**src/logic/eeprom_pkg.sv**
```systemverilog
`default_nettype none

package eeprom_pkg;

  // bus pacing
  localparam int SCL_QUARTER = 4;       // sys clocks per quarter bit
  localparam int TICK_W      = $clog2(SCL_QUARTER + 1);

  // command queue
  localparam int FIFO_DEPTH  = 4;
  localparam int FIFO_PTR_W  = $clog2(FIFO_DEPTH);

  // 2 KB part, top three address bits ride in the control byte
  localparam logic [3:0] DEV_CODE = 4'b1010;
  localparam int ADDR_W = 11;

  typedef enum logic {
    OP_WRITE = 1'b0,
    OP_READ  = 1'b1
  } eeprom_op_e;

  // one-hot engine states
  typedef enum logic [8:0] {
    IDLE    = 9'b0_0000_0001,
    START   = 9'b0_0000_0010,
    CTRL_W  = 9'b0_0000_0100,
    ADDR_WR = 9'b0_0000_1000,   // address byte
    DATA_W  = 9'b0_0001_0000,
    RESTART = 9'b0_0010_0000,
    CTRL_R  = 9'b0_0100_0000,
    DATA_R  = 9'b0_1000_0000,
    STOP    = 9'b1_0000_0000
  } xfer_state_e;

  typedef struct packed {
    eeprom_op_e        op;
    logic [ADDR_W-1:0] addr;
    logic [7:0]        wdata;
  } eeprom_cmd_t;

  typedef struct packed {
    eeprom_op_e        op;
    logic [ADDR_W-1:0] addr;
    logic [7:0]        rdata;   // zero on writes
    logic              ack_err;
  } eeprom_rsp_t;

endpackage

`default_nettype wire

```
**src/logic/eeprom_req_decode.sv**
```systemverilog
`default_nettype none

module eeprom_req_decode
  import eeprom_pkg::*;
(
  input  logic              clk,
  input  logic              rst_n,
  input  logic              wr,
  input  logic              rd,
  input  logic [ADDR_W-1:0] addr,
  input  logic [7:0]        wdata,
  output logic              push,
  output eeprom_cmd_t       cmd,
  output logic              req_err
);

  logic one_req;

  // exactly one strobe is a valid request
  assign one_req = wr ^ rd;

  always_ff @(posedge clk) begin
    if (!rst_n) begin
      push    <= 1'b0;
      req_err <= 1'b0;
    end else begin
      push    <= one_req;
      req_err <= wr & rd;   // no priority between the two
    end
  end

  always_ff @(posedge clk) begin
    if (one_req) begin
      cmd.op    <= rd ? OP_READ : OP_WRITE;
      cmd.addr  <= addr;
      cmd.wdata <= wdata;
    end
  end

  // a request is either queued or rejected, never both
  a_push_or_err: assert property (
    @(posedge clk) disable iff (!rst_n)
    !(push && req_err)
  );

endmodule

`default_nettype wire

```
**src/logic/eeprom_cmd_fifo.sv**
```systemverilog
`default_nettype none

module eeprom_cmd_fifo
  import eeprom_pkg::*;
(
  input  logic        clk,
  input  logic        rst_n,
  input  logic        push,
  input  eeprom_cmd_t cmd_in,
  input  logic        pop,
  output eeprom_cmd_t head,
  output logic        not_empty,
  output logic        drop
);

  eeprom_cmd_t           mem [FIFO_DEPTH];
  logic [FIFO_PTR_W-1:0] wptr;
  logic [FIFO_PTR_W-1:0] rptr;
  logic [FIFO_PTR_W:0]   count;
  logic                  full;
  logic                  wr_en;

  assign full      = count == (FIFO_PTR_W + 1)'(FIFO_DEPTH);
  assign not_empty = count != '0;
  assign head      = mem[rptr];

  // a pop frees the slot in the same cycle
  assign wr_en = push && (!full || pop);

  always_ff @(posedge clk) begin
    if (!rst_n) begin
      wptr  <= '0;
      rptr  <= '0;
      count <= '0;
      drop  <= 1'b0;
    end else begin
      drop <= push && full && !pop;
      if (wr_en)
        wptr <= wptr + 1'b1;
      if (pop)
        rptr <= rptr + 1'b1;
      case ({wr_en, pop})
        2'b10:   count <= count + 1'b1;
        2'b01:   count <= count - 1'b1;
        default: ;
      endcase
    end
  end

  always_ff @(posedge clk) begin
    if (wr_en)
      mem[wptr] <= cmd_in;
  end

  // engine only pops what it can see
  a_no_pop_empty: assert property (
    @(posedge clk) disable iff (!rst_n)
    pop |-> not_empty
  );

endmodule

`default_nettype wire

```
**src/logic/scl_phase_timer.sv**
```systemverilog
`default_nettype none

module scl_phase_timer
  import eeprom_pkg::*;
(
  input  logic clk,
  input  logic rst_n,
  input  logic run,
  output logic tick
);

  logic [TICK_W-1:0] cnt;
  logic              wrap;

  assign wrap = cnt == TICK_W'(SCL_QUARTER - 1);

  // held at zero between transfers so the first quarter is full length
  always_ff @(posedge clk) begin
    if (!rst_n || !run) begin
      cnt <= '0;
    end else if (wrap) begin
      cnt <= '0;
    end else begin
      cnt <= cnt + 1'b1;
    end
  end

  assign tick = run && wrap;

endmodule

`default_nettype wire

```
**src/logic/eeprom_xfer_engine.sv**
```systemverilog
`default_nettype none

module eeprom_xfer_engine
  import eeprom_pkg::*;
(
  input  logic        clk,
  input  logic        rst_n,
  input  logic        tick,
  input  eeprom_cmd_t head,
  input  logic        not_empty,
  input  logic        sda_in,
  output logic        pop,
  output logic        run,
  output logic        scl,
  output logic        sda_pull,
  output logic        done,
  output eeprom_rsp_t rsp
);

  xfer_state_e state;
  xfer_state_e nxt_state;
  eeprom_cmd_t cur;
  logic [1:0]  phase;      // quarter of the current bit
  logic [2:0]  bitcnt;
  logic        ack_slot;   // ninth bit of a byte
  logic [7:0]  shreg;
  logic [7:0]  nxt_byte;
  logic [7:0]  rdata;
  logic        ack_err;
  logic        in_byte;
  logic        tx_byte;
  logic        seg_end;

  assign pop = (state == IDLE) && not_empty;
  assign run = state != IDLE;

  assign in_byte = state inside {CTRL_W, ADDR_WR, DATA_W, CTRL_R, DATA_R};
  assign tx_byte = in_byte && (state != DATA_R);

  // last quarter of a start/stop or of a byte's ack slot
  assign seg_end = tick && (phase == 2'd3) && (!in_byte || ack_slot);

  always_comb begin
    nxt_state = state;
    nxt_byte  = shreg;
    case (state)
      START: begin
        nxt_state = CTRL_W;
        nxt_byte  = {DEV_CODE, cur.addr[ADDR_W-1:8], 1'b0};
      end
      CTRL_W: begin
        nxt_state = ADDR_WR;
        nxt_byte  = cur.addr[7:0];
      end
      ADDR_WR: begin
        nxt_state = (cur.op == OP_READ) ? RESTART : DATA_W;
        nxt_byte  = cur.wdata;
      end
      DATA_W:  nxt_state = STOP;
      RESTART: begin
        nxt_state = CTRL_R;
        nxt_byte  = {DEV_CODE, cur.addr[ADDR_W-1:8], 1'b1};
      end
      CTRL_R:  nxt_state = DATA_R;
      DATA_R:  nxt_state = STOP;
      STOP:    nxt_state = IDLE;
      default: nxt_state = IDLE;
    endcase
    // slave refused a byte, abandon the rest
    if (in_byte && ack_err)
      nxt_state = STOP;
  end

  always_ff @(posedge clk) begin
    if (!rst_n) begin
      state    <= IDLE;
      phase    <= 2'd0;
      bitcnt   <= 3'd7;
      ack_slot <= 1'b0;
      scl      <= 1'b1;
      sda_pull <= 1'b0;
      done     <= 1'b0;
      ack_err  <= 1'b0;
    end else begin
      done <= 1'b0;
      if (pop) begin
        state   <= START;
        ack_err <= 1'b0;
      end else if (tick) begin
        phase <= phase + 2'd1;
        case (phase)
          2'd0: begin
            // ack slots and the whole read byte leave the line released,
            // which also gives the master nack after the read byte
            sda_pull <= (state == STOP) || (tx_byte && !ack_slot && !shreg[7]);
          end
          2'd1: scl <= 1'b1;
          2'd2: begin
            if (state inside {START, RESTART})
              sda_pull <= 1'b1;          // falls with scl high
            else if (state == STOP)
              sda_pull <= 1'b0;          // rises with scl high
            else if (tx_byte && ack_slot)
              ack_err <= ack_err | sda_in;
          end
          default: begin
            if (state != STOP)
              scl <= 1'b0;               // bus left idle high after stop
            if (seg_end) begin
              state    <= nxt_state;
              bitcnt   <= 3'd7;
              ack_slot <= 1'b0;
              done     <= state == STOP;
            end else if (in_byte) begin
              if (bitcnt == 3'd0)
                ack_slot <= 1'b1;
              else
                bitcnt <= bitcnt - 3'd1;
            end
          end
        endcase
      end
    end
  end

  always_ff @(posedge clk) begin
    if (pop) begin
      cur   <= head;
      rdata <= '0;
    end
    if (seg_end) begin
      shreg <= nxt_byte;
      if (state == DATA_R)
        rdata <= shreg;
    end else if (tick && in_byte && !ack_slot) begin
      if (phase == 2'd2 && state == DATA_R)
        shreg <= {shreg[6:0], sda_in};   // msb first
      else if (phase == 2'd3 && tx_byte)
        shreg <= {shreg[6:0], 1'b0};
    end
  end

  assign rsp = '{op: cur.op, addr: cur.addr, rdata: rdata, ack_err: ack_err};

  a_scl_on_tick: assert property (
    @(posedge clk) disable iff (!rst_n)
    $changed(scl) |-> $past(tick)
  );

  a_done_pulse: assert property (
    @(posedge clk) disable iff (!rst_n)
    done |=> !done
  );

  // only start, restart and stop may move the data line under a high clock
  a_sda_stable: assert property (
    @(posedge clk) disable iff (!rst_n)
    (scl && $past(scl) && !($past(state) inside {START, RESTART, STOP}))
      |-> $stable(sda_pull)
  );

endmodule

`default_nettype wire

```
**src/logic/eeprom_ctrl_top.sv**
```systemverilog
`default_nettype none

module eeprom_ctrl_top
  import eeprom_pkg::*;
(
  input  logic              clk,
  input  logic              rst_n,
  input  logic              wr,
  input  logic              rd,
  input  logic [ADDR_W-1:0] addr,
  input  logic [7:0]        wdata,
  input  logic              sda_in,
  output logic              scl,
  output logic              sda_pull,   // open drain, high pulls sda low
  output logic              done,
  output eeprom_rsp_t       rsp,
  output logic              req_err,
  output logic              drop
);

  logic        push;
  eeprom_cmd_t cmd;
  eeprom_cmd_t head;
  logic        not_empty;
  logic        pop;
  logic        run;
  logic        tick;

  eeprom_req_decode u_decode (
    .clk     (clk),
    .rst_n   (rst_n),
    .wr      (wr),
    .rd      (rd),
    .addr    (addr),
    .wdata   (wdata),
    .push    (push),
    .cmd     (cmd),
    .req_err (req_err)
  );

  eeprom_cmd_fifo u_fifo (
    .clk       (clk),
    .rst_n     (rst_n),
    .push      (push),
    .cmd_in    (cmd),
    .pop       (pop),
    .head      (head),
    .not_empty (not_empty),
    .drop      (drop)
  );

  scl_phase_timer u_timer (
    .clk   (clk),
    .rst_n (rst_n),
    .run   (run),
    .tick  (tick)
  );

  eeprom_xfer_engine u_engine (
    .clk       (clk),
    .rst_n     (rst_n),
    .tick      (tick),
    .head      (head),
    .not_empty (not_empty),
    .sda_in    (sda_in),
    .pop       (pop),
    .run       (run),
    .scl       (scl),
    .sda_pull  (sda_pull),
    .done      (done),
    .rsp       (rsp)
  );

endmodule

`default_nettype wire

```
**config.mk**
```make
export PLATFORM = sky130hd
export DESIGN_NAME = eeprom_ctrl_top
export DESIGN_NICKNAME = d
export VERILOG_FILES = /design/src/logic/eeprom_pkg.sv /design/src/logic/eeprom_req_decode.sv /design/src/logic/eeprom_cmd_fifo.sv /design/src/logic/scl_phase_timer.sv /design/src/logic/eeprom_xfer_engine.sv /design/src/logic/eeprom_ctrl_top.sv
export SDC_FILE = /design/constraint.sdc
export NUM_CORES = 1
export LEC_CHECK = 0
export ABC_AREA = 1
export ABC_CLOCK_PERIOD_IN_PS = 8500
export BUFFER_PORTS_ARGS = -buffer_cell sky130_fd_sc_hd__buf_2
export CAP_MARGIN = 20
export CORE_ASPECT_RATIO = 1.1
export CORE_MARGIN = 4
export CORE_UTILIZATION = 35
export CTS_CLUSTER_DIAMETER = 40
export CTS_CLUSTER_SIZE = 12
export DETAILED_ROUTE_END_ITERATION = 8
export GPL_ROUTABILITY_DRIVEN = 0
export HOLD_SLACK_MARGIN = 0.08
export PLACE_DENSITY = 0.56
export SLEW_MARGIN = 40
export SYNTH_ARGS = -nofsm -noshare
export SYNTH_HDL_FRONTEND = slang
export SYNTH_HIERARCHICAL = 1
export SYNTH_SLANG_ARGS = --single-unit
```
**constraint.sdc**
```tcl
create_clock -name clk -period 8.5 [get_ports clk]
set_input_delay 0.85 -clock clk [delete_from_list [all_inputs] [get_ports clk]]
set_output_delay 0.85 -clock clk [all_outputs]
set_load 0.03 [all_outputs]
```
## After elaboration in Yosys (flattened, before gate mapping)

Memory sizes are Yosys's and may differ from the RTL's. A register that Yosys moved wholly into a read port is not among the register bits.
Cells that the tools add are included.

- Output and inout bits: 26
- Memories kept: 1
- Memory bits (writable): 80
- Input bits: 24
- Register bits after elaboration: 68
- Logic and storage cells: 149

Memory list:

| memory | words | width | read ports | clocked after Yosys merged registers in | write ports | line | text |
|---|---|---|---|---|---|---|---|
| u_fifo.mem | 4 | 20 | 1 | 1 | 1 | eeprom_cmd_fifo.sv:16 | `eeprom_cmd_t mem [FIFO_DEPTH];` |

- $add $sub $neg: 7
- Equal/unequal tests: 23
- Bitwise gates (word level): 11
- Reductions and logical operators: 56
- Mux-type cells: 30

Operator list:

| cell | count |
|---|---|
| two-way mux 8 bit | 7 |
| case mux 9 bit (6 select lines) | 1 |
| case mux 8 bit (4 select lines) | 1 |
| nonzero test 2 bit | 9 |
| logical AND 1 bit | 16 |
| AND reduction 5 bit | 3 |
| == test 9 x 1 -> 1 bit (second input constant) | 1 |
| == test 9 x 2 -> 1 bit (second input constant) | 1 |
| == test 9 x 3 -> 1 bit (second input constant) | 1 |
| == test 9 x 4 -> 1 bit (second input constant) | 1 |
| == test 9 x 5 -> 1 bit (second input constant) | 1 |
| == test 9 x 6 -> 1 bit (second input constant) | 1 |
| == test 9 x 7 -> 1 bit (second input constant) | 1 |
| == test 9 x 8 -> 1 bit (second input constant) | 1 |
| == test 9 bit (second input constant) | 1 |
| two-way mux 1 bit | 9 |
| two-way mux 3 bit | 3 |
| two-way mux 9 bit | 1 |
| != test 9 x 1 -> 1 bit (second input constant) | 1 |
| != test 9 x 8 -> 1 bit (second input constant) | 1 |
| != test 9 bit (second input constant) | 1 |
| AND reduction 3 bit | 3 |
| two-way mux 2 bit | 4 |
| NOT 1 bit | 8 |
| other kinds (27) | 50 |

## Longest topological paths before layout

- Word-level depth: 9
- Depth in mapped cells: 15
- Mapped depth without buffers: 15

## Modules after synthesis

The synthesis kept the hierarchy.

By module, submodules not included:

| module | cells each | area an instance (um^2) | sequential area each (um^2) | instances |
|---|---|---|---|---|
| eeprom_cmd_fifo | 268 | 3477.1 | 2602.5 | 1 |
| eeprom_xfer_engine | 317 | 2746.4 | 1381.3 | 1 |
| eeprom_req_decode | 27 | 668.1 | 640.6 | 1 |
| scl_phase_timer | 14 | 125.1 | 60.1 | 1 |

## Worst setup path after synthesis

Ideal clock, no wire load.

- Kind: register to register
- Start: register u_engine.state[5]
- End: memory u_fifo/mem[0][0] (netlist bit) (enable)
- Data required time: 8103 ps
- Path slack: 5521 ps
- Data arrival time: 2583 ps
- Library setup time: 397 ps
- Clock period less this slack: 2979 ps
- Path buffers: 0
- Cell stages (with the launch flop): 10
- Cell sequence: dfxtp_1 > nor2_1 > nand2_2 > nor2_1 > nand4_1 > inv_1 > inv_2 > nand3_2 > nand2_2 > nor2_1

- Longest elaborated chain between the ends: 6

RTL lines:

| what | line | text |
|---|---|---|
| start: declaration | eeprom_xfer_engine.sv:20 | `xfer_state_e state;` |
| start signal: assignment | eeprom_xfer_engine.sv:110 | `state <= nxt_state;` |
| == test 9 x 1 -> 1 bit | eeprom_xfer_engine.sv:34 | `assign pop = (state == IDLE) && not_empty;` |
| logical AND 1 bit | eeprom_xfer_engine.sv:34 |  |
| via pop | eeprom_ctrl_top.sv:25 | `logic pop;` |
| logical OR 1 bit | eeprom_cmd_fifo.sv:28 | `assign wr_en = push && (!full \|\| pop);` |
| logical AND 1 bit | eeprom_cmd_fifo.sv:28 |  |
| two-way mux 1 bit | eeprom_cmd_fifo.sv:51 | `if (wr_en)` |
| two-way mux 1 bit (implied by the code) | eeprom_cmd_fifo.sv:52 | `mem[wptr] <= cmd_in;` |
| end: declaration | eeprom_cmd_fifo.sv:16 |  |

The timed path passes the listed nets, and every way through them passes these cells.

## Final worst setup path

- Start: register u_engine.state[5]
- End: register u_fifo.count[2]

- Longest elaborated chain between the ends: 6
- Elaborated cells between the ends (all ways): 8
- Those cells by class: eq/ne (3); mux (1); reduce/logical (4)

RTL lines:

| what | line | text |
|---|---|---|
| == test 9 x 1 -> 1 bit (*) | eeprom_xfer_engine.sv:34 |  |
| logical AND 1 bit (*) | eeprom_xfer_engine.sv:34 |  |
| via pop | eeprom_ctrl_top.sv:25 |  |
| logical OR 1 bit | eeprom_cmd_fifo.sv:28 |  |
| logical AND 1 bit | eeprom_cmd_fifo.sv:28 |  |
| == test 2 x 1 -> 1 bit or == test 2 bit (tied branches) | eeprom_cmd_fifo.sv:42 | `case ({wr_en, pop})` |
| case mux 3 bit (2 select lines) or nonzero test 2 bit (tied branches) | n/a |  |
| end signal: assignment | eeprom_cmd_fifo.sv:43 | `2'b10: count <= count + 1'b1;` |
| end signal: assignment | eeprom_cmd_fifo.sv:44 | `2'b01: count <= count - 1'b1;` |
| end: declaration | eeprom_cmd_fifo.sv:19 | `logic [FIFO_PTR_W:0] count;` |

Mark *: on every way through the listed nets, which the timed path passes. The rest lies on a longest branch.
A chain may end at the register's enable or synchronous reset.

==> impl_metrics.csv <==
group,metric,value,unit
cts,numClockSinks,170,
cts,cts_tree,"built",
status,outcome,"finished, final reports clean",
worst_hold_path,min_path_type,"reg2reg",
logic_synthesis,synthSimpleGateAreaFrac,0.1603,
logic_synthesis,synthAdderAreaFrac,0.02603,
sta,fin_tns_setup,0,ns
die,rows,54,
cts,clk_pin_slew,0.06,ns
logic_synthesis,synth-xor-area-share,0.001248,
logic_synthesis,synth-compound-area-share,0.08113,
critical_path,worstPathArrival,2.90,ns
die,core,19800,um^2
critical_path,critPathKind,"reg2reg",
logic_synthesis,ys_seq_elements,170,
logic_synthesis,synth_top_family_by_area,"simple AND/OR/NAND/NOR gates",
critical_path,end_kind,"flop",
logic_synthesis,synth_nets,664,
drt,remaining_drc_errors,0,
logic_synthesis,synthMuxAreaShare,0,
pwr,power_density,290.1,nW/um^2
drt,met2_length,6.732,mm
sta,hold_viol_final,0,
cts,cts_hold_buf,0,
sta,clock_skew,0.01135,ns
sta,fin_crit_sh,0.3039,
cts,clockRootBuffer,"clkbuf_16",
sta,drv_slew,0,
logic_synthesis,syn_area_per_cell,11.21,um^2
logic_synthesis,syn_area,7017,um^2
cells_and_area,drive_gt1_frac,0.1747,
drt,met1_length,6.062,mm
critical_path,path_max_fanout,24,
cts,cts_resized,0,
placed_design,place_inst,902,
sta,finalSetupViolCount,0,
global_routing,grt_usage,0.1284,
critical_path,crit_required,8.82,ns
drt,ant_nets,0,
placed_design,dp_hpwl,9.331,mm
drt,met3_length,580,um
cells_and_area,syn2layout_area_growth,13.59,%
drt,routed_wl,13.72,mm
cells_and_area,final_util,0.4026,
global_routing,grt-ovfl-total,0,
sta,relSlewSlack,0.5247,
cts,htree_levels,4,
global_routing,grt_pass1_vias,4414,
cts,post_cts_buffers,0,
pwr,fin_total_pwr,2.312,mW
die,io_pins,50,
worst_hold_path,hold_path_depth,1,
global_routing,grt_pass1_wl,22.31,mm
die,die_x,143,um
drt,drt_first_pass_iters,5,
pwr,ir_worst_vdd,141.0,uV
drt,vias_per_cell,4.807,
sta,timing.hold.ws,0.4367,ns
cells_and_area,diodes,0,
global_routing,grt_max_degree,42,
cts,clk_path_buf_depth,2,
logic_synthesis,syn_inst,626,
logic_synthesis,yosys_warnings,6,
die,initial_utilization,0.3544,
sta,worstMarginPinSlew,0.7119,ns
drt,vias,4485,
placed_design,port_buffers,49,
drt,wl_per_cell,14.71,um
cts,clk-insertion-delay-late,0.42,ns
cts,numCtsBuffers,17,
critical_path,start_kind,"flop",
drt,top_layer,"met4",
die,dieHeight,156.5,um
drt,drt_iter0_markers,326,
die,fp.dieArea,22380,um^2
cells_and_area,nets,707,
logic_synthesis,ys_seq_area_frac,0.6676,
cells_and_area,fin_cells,933,
sta,period_needed,2.583,ns
global_routing,antenna_found_initial,0,
sta,rsz0062_at_grt,"no",
pwr,leakage,3.107,nW
critical_path,reg2reg_depth,15,
logic_synthesis,synthDistinctLibCells,39,
run,cap_viol_max_count,0,
sta,max_freq,387.1,MHz
==> cells in the final DEF, fill, tap and decap left out, types with 7 or more instances in the layout <==
cell type,instances
a21oi_1,13
buf_2,49
clkbuf_16,17
dfxtp_1,41
edfxtp_1,128
ha_1,12
inv_1,48
inv_2,8
nand2_1,103
nand3_1,39
nor2_1,86
o21ai_1,46
o21ai_2,7
o22ai_1,20
==> flip-flops by register name, summed over array words and instances (netlist names), named ones only <==
| signal | cells |
|---|---|
| u_engine/ack_err | 1 |
| u_decode/req_err | 1 |
| u_engine/sda_pull | 1 |
| u_engine/cur | 8 |
| u_fifo/wptr | 2 |
| u_engine/phase | 2 |
| u_engine/scl | 1 |
| u_fifo/count | 3 |
| u_fifo/drop | 1 |
| u_decode/cmd | 20 |
| u_engine/ack_slot | 1 |
| u_engine/shreg | 8 |
| u_fifo/mem | 80 |
| u_timer/cnt | 3 |
| u_engine/bitcnt | 3 |
| u_decode/push | 1 |
| u_engine/done | 1 |
| u_engine/rsp | 12 |
| u_fifo/rptr | 2 |
| u_engine/state | 9 |
| u_engine/rdata | 8 |
==> through the flow <==
step	area (um^2)	setup WS, ns
3_5_place_dp	7400	5.957
3_3_place_gp	7397	5.764
5_1_grt	7970	5.720
2_1_floorplan	7017	5.521
4_1_cts	7969	5.941
6_report	7970	5.917
==> cell type report <==
type / count / area [um^2]
fill: 1873 / 11830
tap: 252 / 315.3
clock buffer: 18 / 429.2
sequential: 170 / 4686
timing repair buffer: 54 / 282.8
inverter: 59 / 229.0
clock inverter: 13 / 140.1
multi-input combinational: 367 / 1888
==> path summary, 6_finish.rpt <==
check | from | endpoint | slack [ns]
worst max register to register | u_engine/state[5] | u_fifo/count[2] | 5.92
worst min-delay path | u_timer/cnt[0] | u_timer/cnt[0] | 0.44
worst max-delay path | u_engine/state[5] | u_fifo/count[2] | 5.92
worst min register to register | u_timer/cnt[0] | u_timer/cnt[0] | 0.44
==> kinds of logic (layout without fill, tap and decap cells) <==
group | Yosys count | in the layout
buffers and inverters | 89 | 144
AND/OR/NAND/NOR | 254 | 254
AO/OA/AOI/OAI | 98 | 98
adder cells (fa/ha/maj) | 14 | 14
XOR/XNOR | 1 | 1
flip-flops | 170 | 170
==> where the power goes <==
group          switching [mW]  leakage, nW  internal (mW)
Sequential             0.0764         1.53           1.04
Clock                   0.316        0.280          0.434
Combinational           0.320         1.30          0.125
==> critical path, cell delays in order, from the launching register on <==
cell     delay, ns
dfxtp_1       0.32
nor2_1        0.17
nand2_2       0.14
nor2_1        0.19
nand4_1       0.21
inv_2         0.44
nand2_4       0.16
fa_1          0.41
inv_1         0.07
nand2_1       0.06
nand2_1       0.07
nand2_1       0.06
nand2_1       0.06
nand2_1       0.05
inv_1         0.05
nor2_1        0.04
==> routing by layer <==
layer  up-vias  global-route usage
met5         -                   0
met4         0             0.05704
met3        24             0.02598
met2       110              0.2140
met1      2131              0.1615
li1       2220                   -
==> cell usage after synthesis <==
cell type	count	area share
nor2_4	3	0.0048
buf_4	13	0.014
nor3_1	4	0.0029
a22oi_1	1	0.0011
clkinv_1	2	0.0011
inv_1	49	0.026
o22ai_1	20	0.018
ha_1	13	0.023
nor2_1	86	0.046
fa_1	1	0.0029
a21boi_1	1	0.0011
o21ai_1	46	0.033
clkbuf_1	5	0.0027
nand3b_1	1	0.0011
o21ai_0	6	0.0043
dfxtp_1	42	0.12
o21ai_4	1	0.0023
a21oi_1	13	0.0093
buf_2	8	0.0057
buf_8	2	0.0043
nor4_1	1	0.00089
a21oi_2	1	0.0012
buf_6	1	0.0016
nand3_4	1	0.0025
nand2_2	4	0.0036
inv_2	7	0.0037
nand3_1	39	0.028
inv_8	1	0.0016
nand4_1	4	0.0036
nand2_1	103	0.055
xnor2_1	1	0.0012
a22o_1	2	0.0025
nand2_8	1	0.0029
nand3_2	3	0.0043
o21ai_2	7	0.0087
nor2_2	2	0.0018
edfxtp_1	128	0.55
buf_12	1	0.0029
nand2_4	2	0.0032
No activity file was read; power rests on OpenSTA's default activity.
